**src/logic/bp_pkg.sv**
```systemverilog
package bp_pkg;

	// table and history sizing
	localparam int hist_bits   = 6;
	localparam int pht_entries = 2 ** hist_bits;

	// upper bit of the counter is the prediction
	typedef enum logic [1:0] {
		strong_nt = 2'b00,
		weak_nt   = 2'b01,
		weak_t    = 2'b10,
		strong_t  = 2'b11
	} ctr_t;

	typedef enum logic [1:0] {
		op_none = 2'b00,
		op_br   = 2'b01,
		op_jal  = 2'b10,
		op_jalr = 2'b11
	} br_op_t;

	localparam logic [31:0] reg_ctrl        = 32'h0000_0000; // bit0 enable, bit1 clear
	localparam logic [31:0] reg_status      = 32'h0000_0004; // bit0 busy
	localparam logic [31:0] reg_branches    = 32'h0000_0008;
	localparam logic [31:0] reg_mispredicts = 32'h0000_000c;

	localparam logic [1:0] resp_okay   = 2'b00;
	localparam logic [1:0] resp_slverr = 2'b10;

	typedef struct packed {
		logic                 taken;
		logic [hist_bits-1:0] hist; // history used for this lookup
	} fetch_pred_t;

	typedef struct packed {
		br_op_t               op;
		logic [31:0]          pc;
		logic                 actual;    // resolved direction
		logic [hist_bits-1:0] hist;      // history carried from fetch
		logic                 predicted;
	} resolve_t;

	typedef struct packed {
		logic valid;
		logic mispredict;
	} outcome_t;

	typedef struct packed {
		logic enable;
		logic clear; // one-cycle start of the table walk
	} bp_ctrl_t;

	typedef struct packed {
		logic        aw_valid;
		logic [31:0] aw_addr;
		logic        w_valid;
		logic [31:0] w_data;
		logic [3:0]  w_strb;
		logic        b_ready;
		logic        ar_valid;
		logic [31:0] ar_addr;
		logic        r_ready;
	} axil_req_t;

	typedef struct packed {
		logic        aw_ready;
		logic        w_ready;
		logic        b_valid;
		logic [1:0]  b_resp;
		logic        ar_ready;
		logic        r_valid;
		logic [31:0] r_data;
		logic [1:0]  r_resp;
	} axil_rsp_t;

endpackage

```
**src/logic/gshare_predictor.sv**
```systemverilog
`timescale 1ns/1ns

module gshare_predictor (
	input  logic                clk,
	input  logic                rst_n,
	input  logic [31:0]         fetch_pc,
	input  bp_pkg::resolve_t    resolve,
	input  bp_pkg::bp_ctrl_t    ctrl,
	output bp_pkg::fetch_pred_t pred,
	output bp_pkg::outcome_t    outcome,
	output logic                busy
);

	typedef enum logic {
		idle,
		clearing
	} clr_state_t;

	bp_pkg::ctr_t pht [bp_pkg::pht_entries];

	logic [bp_pkg::hist_bits-1:0] hist;
	logic [bp_pkg::hist_bits-1:0] fetch_idx;
	logic [bp_pkg::hist_bits-1:0] train_idx;
	logic [bp_pkg::hist_bits-1:0] clr_addr;
	clr_state_t                   state;
	logic                         train;
	logic                         clr_start;

	// 2-bit saturating step
	function automatic bp_pkg::ctr_t ctr_next(input bp_pkg::ctr_t cur, input logic up);
		bp_pkg::ctr_t nxt;
		case (cur)
			bp_pkg::strong_nt: nxt = up ? bp_pkg::weak_nt : bp_pkg::strong_nt;
			bp_pkg::weak_nt:   nxt = up ? bp_pkg::weak_t : bp_pkg::strong_nt;
			bp_pkg::weak_t:    nxt = up ? bp_pkg::strong_t : bp_pkg::weak_nt;
			default:           nxt = up ? bp_pkg::strong_t : bp_pkg::weak_t;
		endcase
		return nxt;
	endfunction

	assign fetch_idx = fetch_pc[bp_pkg::hist_bits+1:2] ^ hist;
	assign train_idx = resolve.pc[bp_pkg::hist_bits+1:2] ^ resolve.hist; // index seen at fetch
	assign busy      = (state == clearing);
	assign clr_start = (state == idle) && ctrl.clear;
	assign train     = (resolve.op != bp_pkg::op_none) && !busy;

	// clear sequencer, one entry per cycle
	always_ff @(posedge clk or negedge rst_n) begin
		if (!rst_n) begin
			state    <= idle;
			clr_addr <= '0;
		end else begin
			case (state)
				idle: begin
					if (ctrl.clear) begin
						state    <= clearing;
						clr_addr <= '0;
					end
				end
				default: begin
					clr_addr <= clr_addr + 1'b1;
					if (clr_addr == '1) begin
						state <= idle; // last entry written this cycle
					end
				end
			endcase
		end
	end

	always_ff @(posedge clk or negedge rst_n) begin
		if (!rst_n) begin
			hist <= '0;
		end else if (clr_start) begin
			hist <= '0;
		end else if (train) begin
			hist <= {hist[bp_pkg::hist_bits-2:0], resolve.actual};
		end
	end

	always_ff @(posedge clk or negedge rst_n) begin
		if (!rst_n) begin
			for (int i = 0; i < bp_pkg::pht_entries; i++) begin
				pht[i] <= bp_pkg::weak_nt;
			end
		end else if (busy) begin
			pht[clr_addr] <= bp_pkg::weak_nt;
		end else if (train) begin
			pht[train_idx] <= ctr_next(pht[train_idx], resolve.actual);
		end
	end

	// fetch result and resolve outcome, both one cycle after sampling
	always_ff @(posedge clk or negedge rst_n) begin
		if (!rst_n) begin
			pred    <= '0;
			outcome <= '0;
		end else begin
			pred.taken         <= ctrl.enable && !busy && pht[fetch_idx][1];
			pred.hist          <= hist;
			outcome.valid      <= train;
			outcome.mispredict <= train && (resolve.predicted ^ resolve.actual);
		end
	end

endmodule

```
**src/logic/bp_csr.sv**
```systemverilog
`timescale 1ns/1ns

module bp_csr (
	input  logic              clk,
	input  logic              rst_n,
	input  bp_pkg::axil_req_t axil_req,
	output bp_pkg::axil_rsp_t axil_rsp,
	input  bp_pkg::outcome_t  outcome,
	input  logic              busy,
	output bp_pkg::bp_ctrl_t  ctrl
);

	logic        wr_fire;
	logic        rd_fire;
	logic        wr_ctrl;
	logic        wr_br;
	logic        wr_mis;
	logic        wr_mapped;
	logic        rd_mapped;
	logic [31:0] rd_mux;

	logic        b_valid;
	logic [1:0]  b_resp;
	logic        r_valid;
	logic [1:0]  r_resp;
	logic [31:0] r_data;

	logic        enable;
	logic        clear_pulse;
	logic [31:0] br_cnt;
	logic [31:0] mis_cnt;

	function automatic logic [31:0] sat_inc(input logic [31:0] cnt);
		logic [31:0] nxt;
		nxt = (cnt == '1) ? cnt : cnt + 32'd1;
		return nxt;
	endfunction

	// aw and w accepted together, only with no B pending
	assign wr_fire = axil_req.aw_valid && axil_req.w_valid && !b_valid;
	assign rd_fire = axil_req.ar_valid && !r_valid;

	assign wr_ctrl   = wr_fire && (axil_req.aw_addr == bp_pkg::reg_ctrl);
	assign wr_br     = wr_fire && (axil_req.aw_addr == bp_pkg::reg_branches);
	assign wr_mis    = wr_fire && (axil_req.aw_addr == bp_pkg::reg_mispredicts);
	assign wr_mapped = (axil_req.aw_addr == bp_pkg::reg_ctrl) ||
		(axil_req.aw_addr == bp_pkg::reg_status) ||
		(axil_req.aw_addr == bp_pkg::reg_branches) ||
		(axil_req.aw_addr == bp_pkg::reg_mispredicts); // status takes writes, ignores them

	always_comb begin
		rd_mapped = 1'b1;
		case (axil_req.ar_addr)
			bp_pkg::reg_ctrl:        rd_mux = {31'd0, enable}; // clear reads as 0
			bp_pkg::reg_status:      rd_mux = {31'd0, busy};
			bp_pkg::reg_branches:    rd_mux = br_cnt;
			bp_pkg::reg_mispredicts: rd_mux = mis_cnt;
			default: begin
				rd_mux    = '0;
				rd_mapped = 1'b0;
			end
		endcase
	end

	always_comb begin
		axil_rsp.aw_ready = wr_fire;
		axil_rsp.w_ready  = wr_fire;
		axil_rsp.b_valid  = b_valid;
		axil_rsp.b_resp   = b_resp;
		axil_rsp.ar_ready = !r_valid;
		axil_rsp.r_valid  = r_valid;
		axil_rsp.r_data   = r_data;
		axil_rsp.r_resp   = r_resp;
	end

	// write response channel
	always_ff @(posedge clk or negedge rst_n) begin
		if (!rst_n) begin
			b_valid <= 1'b0;
			b_resp  <= bp_pkg::resp_okay;
		end else if (wr_fire) begin
			b_valid <= 1'b1;
			b_resp  <= wr_mapped ? bp_pkg::resp_okay : bp_pkg::resp_slverr;
		end else if (axil_req.b_ready) begin
			b_valid <= 1'b0;
		end
	end

	// read data channel
	always_ff @(posedge clk or negedge rst_n) begin
		if (!rst_n) begin
			r_valid <= 1'b0;
			r_resp  <= bp_pkg::resp_okay;
		end else if (rd_fire) begin
			r_valid <= 1'b1;
			r_resp  <= rd_mapped ? bp_pkg::resp_okay : bp_pkg::resp_slverr;
		end else if (axil_req.r_ready) begin
			r_valid <= 1'b0;
		end
	end

	always_ff @(posedge clk) begin
		if (rd_fire) begin
			r_data <= rd_mux;
		end
	end

	always_ff @(posedge clk or negedge rst_n) begin
		if (!rst_n) begin
			enable      <= 1'b0;
			clear_pulse <= 1'b0;
		end else begin
			clear_pulse <= wr_ctrl && axil_req.w_strb[0] && axil_req.w_data[1]; // self-clearing
			if (wr_ctrl && axil_req.w_strb[0]) begin
				enable <= axil_req.w_data[0];
			end
		end
	end

	// statistics, a write in the same cycle wins over an outcome
	always_ff @(posedge clk or negedge rst_n) begin
		if (!rst_n) begin
			br_cnt  <= '0;
			mis_cnt <= '0;
		end else begin
			if (wr_br) begin
				br_cnt <= '0;
			end else if (outcome.valid) begin
				br_cnt <= sat_inc(br_cnt);
			end
			if (wr_mis) begin
				mis_cnt <= '0;
			end else if (outcome.valid && outcome.mispredict) begin
				mis_cnt <= sat_inc(mis_cnt);
			end
		end
	end

	assign ctrl.enable = enable;
	assign ctrl.clear  = clear_pulse;

endmodule

```
**src/logic/bp_top.sv**
```systemverilog
`timescale 1ns/1ns

module bp_top (
	input  logic                clk,
	input  logic                rst_n,

	// fetch side
	input  logic [31:0]         fetch_pc,
	output bp_pkg::fetch_pred_t pred,

	// execute side
	input  bp_pkg::resolve_t    resolve,

	// register bus
	input  bp_pkg::axil_req_t   axil_req,
	output bp_pkg::axil_rsp_t   axil_rsp
);

	bp_pkg::bp_ctrl_t ctrl;
	bp_pkg::outcome_t outcome;
	logic             busy;

	gshare_predictor u_predictor (
		.clk      (clk),
		.rst_n    (rst_n),
		.fetch_pc (fetch_pc),
		.resolve  (resolve),
		.ctrl     (ctrl),
		.pred     (pred),
		.outcome  (outcome),
		.busy     (busy)
	);

	// control bits, status and statistics
	bp_csr u_csr (
		.clk      (clk),
		.rst_n    (rst_n),
		.axil_req (axil_req),
		.axil_rsp (axil_rsp),
		.outcome  (outcome),
		.busy     (busy),
		.ctrl     (ctrl)
	);

endmodule

```
**config.mk**
```make
export PLATFORM = sky130hd
export DESIGN_NAME = bp_top
export DESIGN_NICKNAME = d
export VERILOG_FILES = /design/src/logic/bp_pkg.sv /design/src/logic/gshare_predictor.sv /design/src/logic/bp_csr.sv /design/src/logic/bp_top.sv
export SDC_FILE = /design/constraint.sdc
export NUM_CORES = 1
export LEC_CHECK = 0
export BUFFER_PORTS_ARGS = -buffer_cell sky130_fd_sc_hd__buf_2
export CELL_PAD_IN_SITES_DETAIL_PLACEMENT = 2
export CELL_PAD_IN_SITES_GLOBAL_PLACEMENT = 2
export CORE_ASPECT_RATIO = 0.8
export CORE_UTILIZATION = 33
export DETAILED_ROUTE_END_ITERATION = 6
export PLACE_DENSITY_LB_ADDON = 0.25
export SLEW_MARGIN = 20
export SYNTH_ARGS = -nofsm -noshare
export SYNTH_HDL_FRONTEND = slang
export SYNTH_HIERARCHICAL = 1
export SYNTH_SLANG_ARGS = --single-unit
```
**constraint.sdc**
```tcl
create_clock -name clk -period 3.38 [get_ports clk]
set_input_delay 0.169 -clock clk [delete_from_list [all_inputs] [get_ports clk]]
set_output_delay 0.169 -clock clk [all_outputs]
set_load 0.005 [all_outputs]
```
# Yosys cells after proc, flatten, opt, wreduce, memory -nomap -nowiden
# Index checks and enable logic that the tools add are counted.
# classes
n_lt_le_gt_ge	5
n_addsub	3
muxes	41
n_eq_ne	13
n_bitwise	10
reduce_logical	36
# op_table
cell	count
$mux 128	2
$mux 32	6
$bwmux 128	1
$eq 32x4->1 const B	4
$pmux 32 s4	1
$add 32x1->32 const B	2
$and 64x64->64	1
$eq 32x3->1 const B	2
$eq 32x32->1 const B	2
$logic_not 32->1	2
$not 64->64	1
$or 64x64->64	1
$bmux 2 s6	2
$demux 2 s6	2
$mux 2	12
$mux 6	4
$ge 7x7->1 const B	3
$not 6->7	3
$logic_and 1x1->1	16
$reduce_bool 2->1	8
$lt 7x1->1 const B	2
$xor 6x6->6	2
$mux 1	10
$add 6x1->6 const B	1
12 further kinds	18
# word_totals
input_bits	181
reg_bits	254
elab_cells	188

# Depth between registers and ports, before layout
# logic_depth
word_depth	12
depth_mapped	13
mapped_depth_nobuf	9

# Cells and area by module
# The synthesis kept the hierarchy.
# modules_own_cells
module	area_per_inst_um2	cells_per_inst	instances
gshare_predictor	8682.1	853	1
bp_csr	5570.3	540	1

# Worst setup path before layout
# OpenSTA, ideal clock, no wires.
# synth_timing
path_type	register to register
start	register u_predictor/hist[0] (netlist bit)
end	register u_predictor/pred[6] (netlist name)
stages_incl_launch_ff	7
required_ns	3.260
arrival_time_ns	3.020
n_path_buf	1
path_slack_ns	0.240
setup_ns	0.120
path_cell_list	dfrtp_1 xor2_1 buf_2 mux4_2 mux4_2 mux4_2 and3_1
# synth_between
elab_chain_len	6
# synth_lines
element	line_no	source
from (decl)	gshare_predictor.sv:21	logic [bp_pkg::hist_bits-1:0] hist;
from (signal assigned)	gshare_predictor.sv:76	hist <= {hist[bp_pkg::hist_bits-2:0], resolve.actual};
$xor 6x6->6	gshare_predictor.sv:41	assign fetch_idx = fetch_pc[bp_pkg::hist_bits+1:2] ^ hist;
$not 6->7 (implied by the code)	gshare_predictor.sv:98	pred.taken <= ctrl.enable && !busy && pht[fetch_idx][1];
$bmux 2 s6	gshare_predictor.sv:98	
$mux 2 (implied by the code) (2 in series)	gshare_predictor.sv:98	
$logic_and 1x1->1	gshare_predictor.sv:98	
# Every way passes these cells. The select of a mux whose other input is x is not followed.
# A chain may end at the register's enable or synchronous reset.

# Worst setup path in the final report
# layout_timing
start	register u_predictor/hist[0] (netlist bit)
end	register u_predictor/pred[6] (netlist name)
# layout_between
elab_chain_len	6
# layout_lines
element	line_no
$xor 6x6->6	gshare_predictor.sv:41
$not 6->7 (implied by the code)	gshare_predictor.sv:98
$bmux 2 s6	gshare_predictor.sv:98
$mux 2 (implied by the code) (2 in series)	gshare_predictor.sv:98
$logic_and 1x1->1	gshare_predictor.sv:98
# Every way passes these cells. The select of a mux whose other input is x is not followed.

==> metrics.txt <==
CTS max path bufs=3; IO Pins=229; Final Max Slew Viols=0; Req. time, crit path=3850 ps; first-pass GRT wire length=84500 µm; Post-Syn Area=14300 µm²; Clk Latency, worst-skew pair=580 ps; Synth Instances=1393; Post-CTS Setup Repair Bufs=0; GPL Wtd Cong=0.851; Async SR Flop Fraction=87.3%; DR DRC count=0; Worst Path Buf+Inv=1; initial core utilization=33.7%; Slowest Stage Delay on Critical Path=640 ps; final hold vios=0; total CTS buffers=31; post-synth cell types=86; skew final=13.4 ps; FMAX=0.344 GHz; Vias=12732; Num Clock Sinks=252; vias per cell=5.97; Seq/Total Area, Yosys=45.9%; all-layer global routing usage=25.2%; slew of the pin with the lowest slew margin=960 ps; CTS Hold Bufs=14; Seq cells post-synth=252; final setup TNS=0 ps; fin nets=1737; P_leak=6.91 nW; width of the die=234 µm; routed len/inst=26.1 µm; crit path cell chain=xor2_2, buf_12, mux4_2, mux4_2, mux4_2, and3_1; largest delay contributor family on the critical path=multiplexers; aggregate global routing overflow=0; clock slew at reported path FFs=60 ps; RSZ-0062 raised after global routing=false; relative slew slack=35.0%; Core Region=42300 µm²; worst setup path class=flop to flop; Post-synth top flop=dfrtp_1; Avg Cell Area, Syn=10.2 µm²; initial antenna violation count=1; layout cells sized above 1=27.4%; Root Driver=clkbuf_16; CP Launch Type=flop; status=completed; row count=67; CTS tree=done; ANT nets after route=0; Die Y=188 µm; Critical-path top delay cell=mux4_2; post-CTS resize count=0; vias in the first global route=13590; die area=44000 µm²; largest net degree at the start of global routing=95; Port-buffer cells=141; drt pass-1 iters=5; Most common cell on crit path=mux4_2; area growth from synthesis to layout=19.5%; max cap viols=0; Worst setup EP type=flop; critical path fanouts, max=16; DRC marker count from the first detailed-route iteration=825; commonest cells in the netlist=157 x nand2_1, 156 x dfrtp_1, 109 x nor2_1; synth top area cells=dfrtp_1 27%, dfstp_2 12%, edfxtp_1 6.7%; Pwr Total=0.0122 W; area fraction of the dominant cell type after synthesis=27.4%; worst vdd ir=0.396 mV; top-count cell post-synth=nand2_1; fin crit share=86.1%; yosys warns=6; Post-synth EDFFs=32; dpl hpwl=39100 µm; Area after DPL=15800 µm²; Routed WL=55600 µm; Hold Path Class=input port to flop; H-tree levels=1; Inst Count DP=2058; design area=17000 µm²; # setup viols final=0; Yosys top cell by area=dfrtp_1; Pwr Density=715 nW/µm²; Critical Path AT=3380 ps; fin cells=2132; Final Critical Period=2910 ps
[worst reg2reg max path, stage by stage (launching register included)]
cell and delay (ps):
dfrtp_1 450, xor2_2 240, buf_12 240, mux4_2 670, mux4_2 530, mux4_2 470, and3_1 200
[final timing paths]
kind | from | depth (start not counted) | slack (ps) | endpoint
worst max-delay path | u_predictor/hist[0] | 6 | 470 | u_predictor/pred[6]
worst min-delay path | resolve[7] | 3 | 60 | u_predictor/hist[0]
worst max register to register | u_predictor/hist[0] | 6 | 470 | u_predictor/pred[6]
worst min register to register | u_predictor/hist[5] | 0 | 490 | u_predictor/pred[5]
max in group asynchronous | rst_n | 3 | 2150 | u_predictor/pht[76]
min in group asynchronous | rst_n | 2 | 220 | u_predictor/pht[103]
[routing by layer]
layer,up-vias,GRT usage [%],wire (µm)
li1,5544,-,-
met1,6718,38.1,27000
met2,400,38.5,24500
met3,70,3.04,3180
met4,0,5.04,991
met5,-,0,0
[layout by cell type (no fill, tap or decap), types with 9 or more instances in the layout]
cell type,Yosys,final
buf_2,16,140
buf_4,14,51
nor3_1,35,34
or3_1,29,29
dfstp_2,64,64
dlygate4sd3_1,0,14
clkbuf_16,0,31
nand2_1,157,157
nor2_1,109,109
nand3_1,70,70
buf_12,0,10
clkbuf_8,0,11
a22o_1,34,34
xnor2_1,18,18
o21ai_0,76,76
inv_1,19,19
and3_1,12,12
mux2i_1,51,51
xor2_1,21,19
and4_1,11,11
a21oi_1,107,107
a21oi_4,9,9
nand4_1,23,23
o22ai_1,19,19
dfrtp_1,156,156
a22oi_1,17,17
edfxtp_1,32,32
a31oi_1,12,12
nor4_1,27,27
mux4_2,37,37
[logic make-up (layout without fill, tap and decap cells)]
logic type / after synthesis / count (layout) / share of synthesized area [%]
other cells: 1 / 4 / 0.0263
xor+xnor: 45 / 45 / 3.08
compound gates: 358 / 358 / 17.3
flops: 252 / 252 / 45.9
fa+ha+maj: 3 / 3 / 0.263
simple gates: 527 / 527 / 18.8
mux: 96 / 96 / 10.6
buf+inv: 111 / 295 / 3.99
[metrics by stage]
step                      setup slack (ps)  hold WS, ps  util (%)
after CTS                              483         45.0      40.3
after floorplan                        240         -127         -
after global routing                   420         85.6      40.3
after global placement                 266          283      37.4
final                                  470         61.9      40.3
after detailed placement               204          283      37.4
[power breakdown]
group | internal (W) | switching, W
clock | 0.00208 | 0.00140
combinational | 0.00150 | 0.00214
sequential | 0.00419 | 0.000869
[sequential cells by signal, summed over array words and instances, names as in the netlist]
name,cells
u_csr/b_resp,1
u_csr/b_valid,1
u_csr/br_cnt,32
u_csr/clear_pulse,1
u_csr/enable,1
u_csr/mis_cnt,32
u_csr/r_data,32
u_csr/r_resp,1
u_csr/r_valid,1
u_predictor/busy,1
u_predictor/clr_addr,6
u_predictor/hist,6
u_predictor/outcome,2
u_predictor/pht,128
u_predictor/pred,7
[area by class of cell]
type,instances,area [µm²]
fill,4518,25200
multi-input combinational,1031,7210
sequential,252,6550
timing repair buffer,216,1440
clock buffer,50,957
tap,552,691
clock inverter,8,100
inverter,21,78.8
antenna,2,5.00
(Power assumes the default switching activity.)
